`config.mk`:
```
export PLATFORM = sky130hd
export DESIGN_NAME = mdApbTop
export DESIGN_NICKNAME = d
export VERILOG_FILES = /design/src/rtl/apbPkg.sv /design/src/rtl/mdPkg.sv /design/src/rtl/mdCtrlIf.sv /design/src/rtl/mdApbTop.sv /design/src/rtl/mdRegBank.sv /design/src/rtl/mdSequencer.sv /design/src/rtl/shiftDivider.sv /design/src/rtl/divCycleCounter.sv
export SDC_FILE = /design/constraint.sdc
export NUM_CORES = 2
export LEC_CHECK = 0
export BUFFER_PORTS_ARGS = -buffer_cell sky130_fd_sc_hd__buf_2
export CORE_MARGIN = 3
export CORE_UTILIZATION = 35
export CTS_CLUSTER_SIZE = 12
export DETAILED_ROUTE_END_ITERATION = 10
export PLACE_DENSITY = 0.5
export SYNTH_ARGS = -nofsm -noshare
export SYNTH_HDL_FRONTEND = slang
export SYNTH_SLANG_ARGS = --single-unit
```
`constraint.sdc`:
```
create_clock -name clk -period 10.7 [get_ports clk]
set_input_delay 0.535 -clock clk [delete_from_list [all_inputs] [get_ports clk]]
set_output_delay 0.535 -clock clk [all_outputs]
set_load 0.03 [all_outputs]
```
`src/rtl/apbPkg.sv`:
```
`default_nettype none

package apbPkg;

	// ==============================
	// apb slave port
	// ==============================

	// paddr width, byte addressed
	localparam int addrWidth = 8;

	// operands, read/write
	localparam logic [addrWidth-1:0] regOpA = 8'h00;
	localparam logic [addrWidth-1:0] regOpB = 8'h04;
	// command, write only
	localparam logic [addrWidth-1:0] regCmd = 8'h08;
	// results, read only
	localparam logic [addrWidth-1:0] regHi  = 8'h10;
	localparam logic [addrWidth-1:0] regLo  = 8'h14;

endpackage

`default_nettype wire

```
`src/rtl/mdPkg.sv`:
```
`default_nettype none

package mdPkg;

	// ==============================
	// arithmetic widths
	// ==============================

	// operand and hi/lo width
	localparam int dataWidth = 32;
	// one restoring step per quotient bit
	localparam int divSteps = 32;
	localparam int divCntWidth = $clog2(divSteps);

	// ==============================
	// command codes and states
	// ==============================

	// codes as written to CMD
	typedef enum logic [3:0] {
		MULT    = 4'h0,
		MULTU   = 4'h1,
		DIV     = 4'h2,
		DIVU    = 4'h3,
		MTHI    = 4'h4,
		MTLO    = 4'h5,
		INVALID = 4'hf
	} mdOpE;

	// sequencer states
	typedef enum logic [2:0] {
		IDLE    = 3'd0,
		MUL     = 3'd1,
		DIVLOAD = 3'd2,
		DIVRUN  = 3'd3,
		DIVFIX  = 3'd4
	} mdStateE;

endpackage

`default_nettype wire
```
`src/rtl/mdCtrlIf.sv`:
```
`timescale 1ns/1ns
`default_nettype none

interface mdCtrlIf (
	input logic clk,
	input logic rst
);
	import mdPkg::*;

	// sequencer strobes
	logic accept;
	logic divLoad;
	logic divStep;
	logic divFix;
	logic mulLatch;
	mdStateE state;

	// command and operands from the bank
	logic cmdValid;
	mdOpE cmdOp;
	logic [dataWidth-1:0] opA;
	logic [dataWidth-1:0] opB;

	// sign-corrected divider results
	logic [dataWidth-1:0] quotient;
	logic [dataWidth-1:0] remainder;

	modport seq (
		input  cmdValid, cmdOp,
		output accept, divLoad, divStep, divFix, mulLatch, state
	);

	modport bank (
		input  accept, divFix, mulLatch, quotient, remainder,
		output cmdValid, cmdOp, opA, opB
	);

	modport div (
		input  divLoad, divStep, cmdOp, opA, opB,
		output quotient, remainder
	);

	// opcode held steady while the unit is busy
	// multiplier sign and divider signs both read it after the accept
	cmdOpHeldWhenBusy: assert property (@(posedge clk) disable iff (rst)
		state != IDLE |-> $stable(cmdOp))
		else $error("command code changed while the unit was busy");

endinterface

`default_nettype wire

```
`src/rtl/mdApbTop.sv`:
```
`timescale 1ns/1ns
`default_nettype none

module mdApbTop (
	input  logic                         clk,
	input  logic                         rst,
	input  logic                         psel,
	input  logic                         penable,
	input  logic                         pwrite,
	input  logic [apbPkg::addrWidth-1:0] paddr,
	input  logic [mdPkg::dataWidth-1:0]  pwdata,
	output logic [mdPkg::dataWidth-1:0]  prdata,
	output logic                         pready,
	output logic                         pslverr
);

	// step counter handshake
	logic load;
	logic tick;
	logic lastStep;

	mdCtrlIf ctrl (
		.clk(clk),
		.rst(rst)
	);

	// ==============================
	// control
	// ==============================

	mdSequencer sequencer (
		.clk(clk),
		.rst(rst),
		.psel(psel),
		.penable(penable),
		.lastStep(lastStep),
		.ctrl(ctrl.seq),
		.pready(pready),
		.load(load),
		.tick(tick)
	);

	divCycleCounter stepCounter (
		.clk(clk),
		.rst(rst),
		.load(load),
		.tick(tick),
		.lastStep(lastStep)
	);

	// ==============================
	// datapath
	// ==============================

	shiftDivider divider (
		.clk(clk),
		.rst(rst),
		.ctrl(ctrl.div)
	);

	mdRegBank regBank (
		.clk(clk),
		.rst(rst),
		.pwrite(pwrite),
		.paddr(paddr),
		.pwdata(pwdata),
		.ctrl(ctrl.bank),
		.prdata(prdata),
		.pslverr(pslverr)
	);

endmodule

`default_nettype wire

```
`src/rtl/mdRegBank.sv`:
```
`timescale 1ns/1ns
`default_nettype none

module mdRegBank (
	input  logic                         clk,
	input  logic                         rst,
	input  logic                         pwrite,
	input  logic [apbPkg::addrWidth-1:0] paddr,
	input  logic [mdPkg::dataWidth-1:0]  pwdata,
	mdCtrlIf.bank                        ctrl,
	output logic [mdPkg::dataWidth-1:0]  prdata,
	output logic                         pslverr
);
	import mdPkg::*;
	import apbPkg::*;

	logic [dataWidth-1:0] opA;
	logic [dataWidth-1:0] opB;
	logic [dataWidth-1:0] hi;
	logic [dataWidth-1:0] lo;

	logic hitOpA;
	logic hitOpB;
	logic hitCmd;
	logic hitHi;
	logic hitLo;
	logic knownCode;
	logic accessErr;
	logic wrEn;
	mdOpE cmdCode;
	mdOpE lastOp;

	logic mulSigned;
	logic [dataWidth:0] extA;
	logic [dataWidth:0] extB;
	logic [2*dataWidth-1:0] prodFull;

	// ==============================
	// address decode
	// ==============================

	assign hitOpA = (paddr == regOpA);
	assign hitOpB = (paddr == regOpB);
	assign hitCmd = (paddr == regCmd);
	assign hitHi  = (paddr == regHi);
	assign hitLo  = (paddr == regLo);

	// code in low nibble, rest must be zero
	assign cmdCode = mdOpE'(pwdata[3:0]);

	always_comb begin
		knownCode = 1'b0;
		if (pwdata[dataWidth-1:4] == '0) begin
			case (cmdCode)
				MULT, MULTU, DIV, DIVU, MTHI, MTLO: knownCode = 1'b1;
				default: knownCode = 1'b0;
			endcase
		end
	end

	// legal accesses only
	// wrong direction on CMD or HI/LO counts as an error too
	always_comb begin
		accessErr = 1'b1;
		if (hitOpA || hitOpB) begin
			accessErr = 1'b0;
		end else if (hitCmd && pwrite && knownCode) begin
			accessErr = 1'b0;
		end else if ((hitHi || hitLo) && !pwrite) begin
			accessErr = 1'b0;
		end
	end

	assign pslverr = ctrl.accept && accessErr;
	assign wrEn    = ctrl.accept && pwrite && !accessErr;

	// ==============================
	// operands and command
	// ==============================

	always_ff @(posedge clk) begin
		if (rst) begin
			opA <= '0;
			opB <= '0;
		end else if (wrEn) begin
			if (hitOpA) opA <= pwdata;
			if (hitOpB) opB <= pwdata;
		end
	end

	// opcode kept for the MUL and DIVLOAD cycles
	always_ff @(posedge clk) begin
		if (rst) begin
			lastOp <= INVALID;
		end else if (ctrl.cmdValid) begin
			lastOp <= cmdCode;
		end
	end

	assign ctrl.cmdValid = wrEn && hitCmd;
	assign ctrl.cmdOp    = ctrl.cmdValid ? cmdCode : lastOp;
	assign ctrl.opA      = opA;
	assign ctrl.opB      = opB;

	// ==============================
	// multiplier and hi/lo
	// ==============================

	// one signed multiplier, unsigned gets a zero top bit
	assign mulSigned = (ctrl.cmdOp == MULT);
	assign extA      = {mulSigned & opA[dataWidth-1], opA};
	assign extB      = {mulSigned & opB[dataWidth-1], opB};
	assign prodFull  = $signed(extA) * $signed(extB);

	always_ff @(posedge clk) begin
		if (rst) begin
			hi <= '0;
			lo <= '0;
		end else if (ctrl.mulLatch) begin
			{hi, lo} <= prodFull;
		end else if (ctrl.divFix) begin
			hi <= ctrl.remainder;
			lo <= ctrl.quotient;
		end else if (ctrl.cmdValid && cmdCode == MTHI) begin
			hi <= opA;
		end else if (ctrl.cmdValid && cmdCode == MTLO) begin
			lo <= opA;
		end
	end

	// read mux, CMD and unmapped read as zero
	always_comb begin
		case (paddr)
			regOpA:  prdata = opA;
			regOpB:  prdata = opB;
			regHi:   prdata = hi;
			regLo:   prdata = lo;
			default: prdata = '0;
		endcase
	end

endmodule

`default_nettype wire

```
`src/rtl/mdSequencer.sv`:
```
`timescale 1ns/1ns
`default_nettype none

module mdSequencer (
	input  logic clk,
	input  logic rst,
	input  logic psel,
	input  logic penable,
	input  logic lastStep,
	mdCtrlIf.seq ctrl,
	output logic pready,
	output logic load,
	output logic tick
);
	import mdPkg::*;

	mdStateE state;
	mdStateE stateNext;

	// ==============================
	// apb handshake
	// ==============================

	// zero wait states when idle
	// any access while busy is held off until IDLE returns
	assign pready = (state == IDLE) && psel && penable;
	assign ctrl.accept = pready;

	// ==============================
	// state machine
	// ==============================

	always_comb begin
		stateNext = state;
		case (state)
			IDLE: begin
				// branch by opcode class
				if (ctrl.cmdValid) begin
					case (ctrl.cmdOp)
						MULT, MULTU: stateNext = MUL;
						DIV, DIVU:   stateNext = DIVLOAD;
						// MTHI/MTLO finish at the accepting edge
						default:     stateNext = IDLE;
					endcase
				end
			end
			// product lands in hi/lo at the end of this cycle
			MUL:     stateNext = IDLE;
			DIVLOAD: stateNext = DIVRUN;
			// one iteration per cycle
			DIVRUN:  stateNext = lastStep ? DIVFIX : DIVRUN;
			DIVFIX:  stateNext = IDLE;
			default: stateNext = IDLE;
		endcase
	end

	always_ff @(posedge clk) begin
		if (rst) begin
			state <= IDLE;
		end else begin
			state <= stateNext;
		end
	end

	// decoded strobes
	assign ctrl.mulLatch = (state == MUL);
	assign ctrl.divLoad  = (state == DIVLOAD);
	assign ctrl.divStep  = (state == DIVRUN);
	assign ctrl.divFix   = (state == DIVFIX);
	assign ctrl.state    = state;

	// step counter control
	assign load = ctrl.divLoad;
	assign tick = ctrl.divStep;

	// completion only ends an access phase that had its setup cycle
	preadyInAccess: assert property (@(posedge clk) disable iff (rst)
		pready |-> psel && penable && $past(psel))
		else $error("pready outside an access phase");

	// last step comes exactly divSteps cycles after the operands were loaded
	divRunLength: assert property (@(posedge clk) disable iff (rst)
		state == DIVRUN && lastStep |-> $past(state, divSteps) == DIVLOAD)
		else $error("divide did not run for divSteps iterations");

endmodule

`default_nettype wire

```
`src/rtl/shiftDivider.sv`:
```
`timescale 1ns/1ns
`default_nettype none

module shiftDivider (
	input logic  clk,
	input logic  rst,
	mdCtrlIf.div ctrl
);
	import mdPkg::*;

	logic signedOp;
	logic negA;
	logic negB;
	logic [dataWidth-1:0] magA;
	logic [dataWidth-1:0] magB;

	// result signs, held across the run
	logic quoNeg;
	logic remNeg;

	// partial remainder, quotient and divisor magnitude
	logic [dataWidth-1:0] rem;
	logic [dataWidth-1:0] quo;
	logic [dataWidth-1:0] divisor;
	logic [dataWidth:0] shifted;
	logic [dataWidth:0] trial;

	// ==============================
	// operand magnitudes
	// ==============================

	assign signedOp = (ctrl.cmdOp == DIV);
	assign negA = signedOp && ctrl.opA[dataWidth-1];
	assign negB = signedOp && ctrl.opB[dataWidth-1];
	assign magA = negA ? -ctrl.opA : ctrl.opA;
	assign magB = negB ? -ctrl.opB : ctrl.opB;

	// quotient negative on differing signs
	// remainder follows the dividend
	always_ff @(posedge clk) begin
		if (rst) begin
			quoNeg <= 1'b0;
			remNeg <= 1'b0;
		end else if (ctrl.divLoad) begin
			quoNeg <= negA ^ negB;
			remNeg <= negA;
		end
	end

	// ==============================
	// restoring iteration
	// ==============================

	// bring in next dividend bit, try subtracting
	assign shifted = {rem, quo[dataWidth-1]};
	assign trial   = shifted - {1'b0, divisor};

	always_ff @(posedge clk) begin
		if (ctrl.divLoad) begin
			rem     <= '0;
			quo     <= magA;
			divisor <= magB;
		end else if (ctrl.divStep) begin
			if (!trial[dataWidth]) begin
				// fits, keep difference
				rem <= trial[dataWidth-1:0];
				quo <= {quo[dataWidth-2:0], 1'b1};
			end else begin
				// borrow, restore
				rem <= shifted[dataWidth-1:0];
				quo <= {quo[dataWidth-2:0], 1'b0};
			end
		end
	end

	// zero divisor never borrows
	// so quotient is all ones and remainder the dividend
	assign ctrl.quotient  = quoNeg ? -quo : quo;
	assign ctrl.remainder = remNeg ? -rem : rem;

endmodule

`default_nettype wire

```
`src/rtl/divCycleCounter.sv`:
```
`timescale 1ns/1ns
`default_nettype none

module divCycleCounter (
	input  logic clk,
	input  logic rst,
	input  logic load,
	input  logic tick,
	output logic lastStep
);
	import mdPkg::*;

	// remaining iterations after the current one
	logic [divCntWidth-1:0] count;

	always_ff @(posedge clk) begin
		if (rst) begin
			count <= '0;
		end else if (load) begin
			count <= divCntWidth'(divSteps - 1);
		end else if (tick && count != '0) begin
			count <= count - 1'b1;
		end
	end

	// final iteration of the divide
	assign lastStep = (count == '0);

	// sequencer stops stepping once the final step has been counted
	noTickAfterLast: assert property (@(posedge clk) disable iff (rst)
		tick && lastStep |=> !tick)
		else $error("divide step after the count ran out");

endmodule

`default_nettype wire

```
==> results.yml <==
logic_synthesis:
  yosys_register_bits: 238
  yosysSeqAreaShare: 0.102
  yosysWarnings: 0
  synth_area_per_cell_um2: 8.77
  synthArstFlopShare: 0
  netlist_area_um2: 52900
  synth_nets: 7447
  synth_cell_type_count: 78
  synthDominantAreaCellType: "sky130_fd_sc_hd__fa_1"
  number_of_enable_type_register_cells_in_the_synthesized_netlist: 64
  area_share_of_the_largest_cell_type_after_synthesis: 0.426
  ys.flop_type: "sky130_fd_sc_hd__dfxtp_1"
  synth_cells: 6027
  post_synth_main_area_contributors: "sky130_fd_sc_hd__fa_1 (43%), sky130_fd_sc_hd__inv_1 (8.5%), sky130_fd_sc_hd__nand2_1 (6.7%)"
drt:
  first_iter_violations: 2843
  final_antenna_net_count: 0
  num_vias: 41017
  firstDrtPassIters: 6
  finalWirelength_mm: 176
  detail_route.wl_per_cell_um: 21.9
  post_drt_via_cell_ratio: 5.11
  drcViolationCount: 0
timing:
  hold_viol: 0
  skew_ns: 0.0276
  fmax_mhz: 101
  setup_total_negative_slack_ns: 0
  timing.final.crit_share: 0.924
  slew_headroom: 0.209
  final-setup-viol-count: 0
  timing_worst_slew_pin_value_ns: 1.19
  period_needed_ns: 9.88
  setup_repair_after_global_routing_missed_its_margin: "false"
  final-max-slew-violation-count: 0
critical_path:
  max_stage_delay_cell_worst_path: "sky130_fd_sc_hd__fa_1"
  startpoint_class_of_the_critical_path: "input port"
  worst_ep_arrival_time_ns: 10.41
  crit_required_ns: 11.23
  crit_path_frequent_cell: "sky130_fd_sc_hd__fa_1"
  timing.critical_path.slowest_cell_delay_ns: 0.59
  critical_path.max_fanout: 20
  end_kind: "flip-flop"
  r2r-start: "sequencer.ctrl.state[0]"
  timing_worst_setup_path_type: "input port to flip-flop"
  critical_path.startpoint: "pwdata[14]"
clock_tree:
  clock_pin_transition_on_the_worst_setup_and_hold_timing_paths_ns: 0.08
  clock_root_cell: "sky130_fd_sc_hd__clkbuf_16"
  number_of_buffers_inserted_by_hold_repair_at_cts: 0
  htree_levels: 1
  post-cts-setup-buffers: 0
  clk-insertion-delay-late_ns: 0.62
  clockBufferDepth: 3
  post_cts_resized: 0
  tritoncts_clock_tree: "done"
  clkSinkCount: 238
  cts_made_buffers: 27
global_route:
  antenna_found_initial: 3
  grt_usage: 0.230
  grt_pass1_wl_mm: 278
  grt_start_max_net_pins: 87
  global_route.overflow_total: 0
  first_global_vias: 45178
floorplan:
  placeableCoreArea_um2: 149000
  die_width_um: 395
  die_height_um: 395
  ioPinCount: 79
  floorplan.rows: 141
  die_area_um2: 156000
  start_util: 0.355
cells_and_area:
  fillcell_total: 15281
  post_route_cells_drive_above_1_share: 0.0809
  syn_to_final_growth_pct: 8.49
  finalNetCount: 7420
  layout.area.seq_um2: 5480
  finish.utilization: 0.385
  area_taken_by_multi_input_logic_gates_um2: 41500
  antenna_cells_inserted: 0
power:
  leakage_nw: 25.1
  powerDensity_nw_per_um2: 35.1
  power.ir.vdd_worst_mv: 0.0851
status:
  run_status: "finished, final reports clean"
flow_run:
  max_cap_viol_count: 0
worst_hold_path:
  hold_path_startpoint: "pwdata[17]"
  timing.hold.worst.class: "input port to flip-flop"
placed_design:
  post-dp-hpwl_mm: 143
  finalWeightedCongestion: 0.915
  port-buffer-count: 78
[critical path, delay by kind of cell]
| family | cells | cell delay [ns] |
|---|---|---|
| AND/OR/NAND/NOR | 10 | 2.48 |
| AO/OA/AOI/OAI | 6 | 1.68 |
| adder cells (fa/ha/maj) | 9 | 4.24 |
| buffers and inverters | 8 | 1.45 |
[worst paths after layout]
path | depth (start not counted) | to | slack (ns)
min reg2reg | 1 | sequencer.ctrl.state[2] | 0.45
max | 33 | regBank.hi[27] | 0.82
max reg2reg | 29 | regBank.hi[27] | 1.05
min | 3 | regBank.ctrl.opB[17] | 0.20
[placed cells by master, fill, tap and decap left out, types with 21 or more instances in the layout]
cell,Yosys,layout
sky130_fd_sc_hd__ha_1,249,249
sky130_fd_sc_hd__or4_1,21,21
sky130_fd_sc_hd__clkbuf_16,0,27
sky130_fd_sc_hd__nand2_1,941,941
sky130_fd_sc_hd__edfxtp_1,64,64
sky130_fd_sc_hd__dfxtp_1,174,117
sky130_fd_sc_hd__mux2i_1,114,114
sky130_fd_sc_hd__a211oi_1,95,95
sky130_fd_sc_hd__or3_1,21,21
sky130_fd_sc_hd__o21ai_0,156,156
sky130_fd_sc_hd__and2_1,314,310
sky130_fd_sc_hd__dfxtp_2,0,57
sky130_fd_sc_hd__xor2_1,109,109
sky130_fd_sc_hd__a21oi_1,142,142
sky130_fd_sc_hd__nor2_1,258,255
sky130_fd_sc_hd__inv_1,1195,1195
sky130_fd_sc_hd__o22ai_1,22,22
sky130_fd_sc_hd__o31ai_1,41,41
sky130_fd_sc_hd__fa_1,1126,1126
sky130_fd_sc_hd__a21o_1,56,56
sky130_fd_sc_hd__and3_1,29,29
sky130_fd_sc_hd__buf_4,0,259
sky130_fd_sc_hd__nor3_1,59,59
sky130_fd_sc_hd__xnor2_1,106,106
sky130_fd_sc_hd__nand3_1,32,32
sky130_fd_sc_hd__a22oi_1,52,52
sky130_fd_sc_hd__buf_2,12,77
[where the power goes]
group / total (W) / internal, W / switching, W
clock network: 0.00105 / 0.000605 / 0.000448
registers: 0.000919 / 0.000919 / 0.0000000169
logic: 0.0000403 / 0.0000110 / 0.0000293
total: 0.00201 / 0.00153 / 0.000478
[Yosys cell counts (95+ instances only)]
cell type                     n
sky130_fd_sc_hd__xor2_1     109
sky130_fd_sc_hd__nand2_1    941
sky130_fd_sc_hd__a211oi_1    95
sky130_fd_sc_hd__nor2_1     258
sky130_fd_sc_hd__o21ai_0    156
sky130_fd_sc_hd__and2_1     314
sky130_fd_sc_hd__fa_1      1126
sky130_fd_sc_hd__xnor2_1    106
sky130_fd_sc_hd__buf_1       95
sky130_fd_sc_hd__a21oi_1    142
sky130_fd_sc_hd__inv_1     1195
sky130_fd_sc_hd__clkbuf_1   291
sky130_fd_sc_hd__ha_1       249
sky130_fd_sc_hd__dfxtp_1    174
sky130_fd_sc_hd__mux2i_1    114
[logic make-up (layout without fill, tap and decap cells)]
family,after synthesis,count (layout),synth area share
simple gates,1789,1789,0.155
compound gates,700,700,0.0867
fa+ha+maj,1375,1375,0.485
buf+inv,1593,1587,0.113
flops,238,238,0.102
xor+xnor,215,215,0.0356
mux,117,117,0.0222
[through the flow]
step	hold WS, ns	worst slack [ns]	total power [W]	instances	instance area, um^2
CTS	0.175	0.725	0.00204	8023	57400
detailed placement	0.443	0.114	0.000978	7973	56400
global placement	0.433	0.181	0.000978	7973	56400
floorplan	0.406	0.823	0.000954	6027	52900
global route	0.209	0.0495	0.00206	8023	57400
finish	0.200	0.816	0.00201	8023	57400
[state kept, by name, summed over array words and instances, names as in the netlist]
register              flops
divider.divisor          32
divider.quo              32
divider.quoNeg            1
divider.rem              32
divider.remNeg            1
regBank.ctrl.opA         32
regBank.ctrl.opB         32
regBank.hi               32
regBank.lastOp            4
regBank.lo               32
sequencer.ctrl.state      3
stepCounter.count         5
[routing by layer]
layer  global-route usage  routed length (um)  up-vias
met5                    0                  13        -
met4               0.0725                6450        2
met3               0.0307                9830      222
met2                0.391               83800     1127
met1                0.304               75800    21328
li1                     -                   -    18338
[final cells by class]
class,instances,area share
Inverter,1195,0.0782
Tap cell,2002,0.0437
Multi-Input combinational cell,4196,0.723
Sequential cell,238,0.0955
Clock inverter,10,0.00290
Timing Repair Buffer,342,0.0427
Clock buffer,40,0.0137
Power figures use the tool's default switching activity.
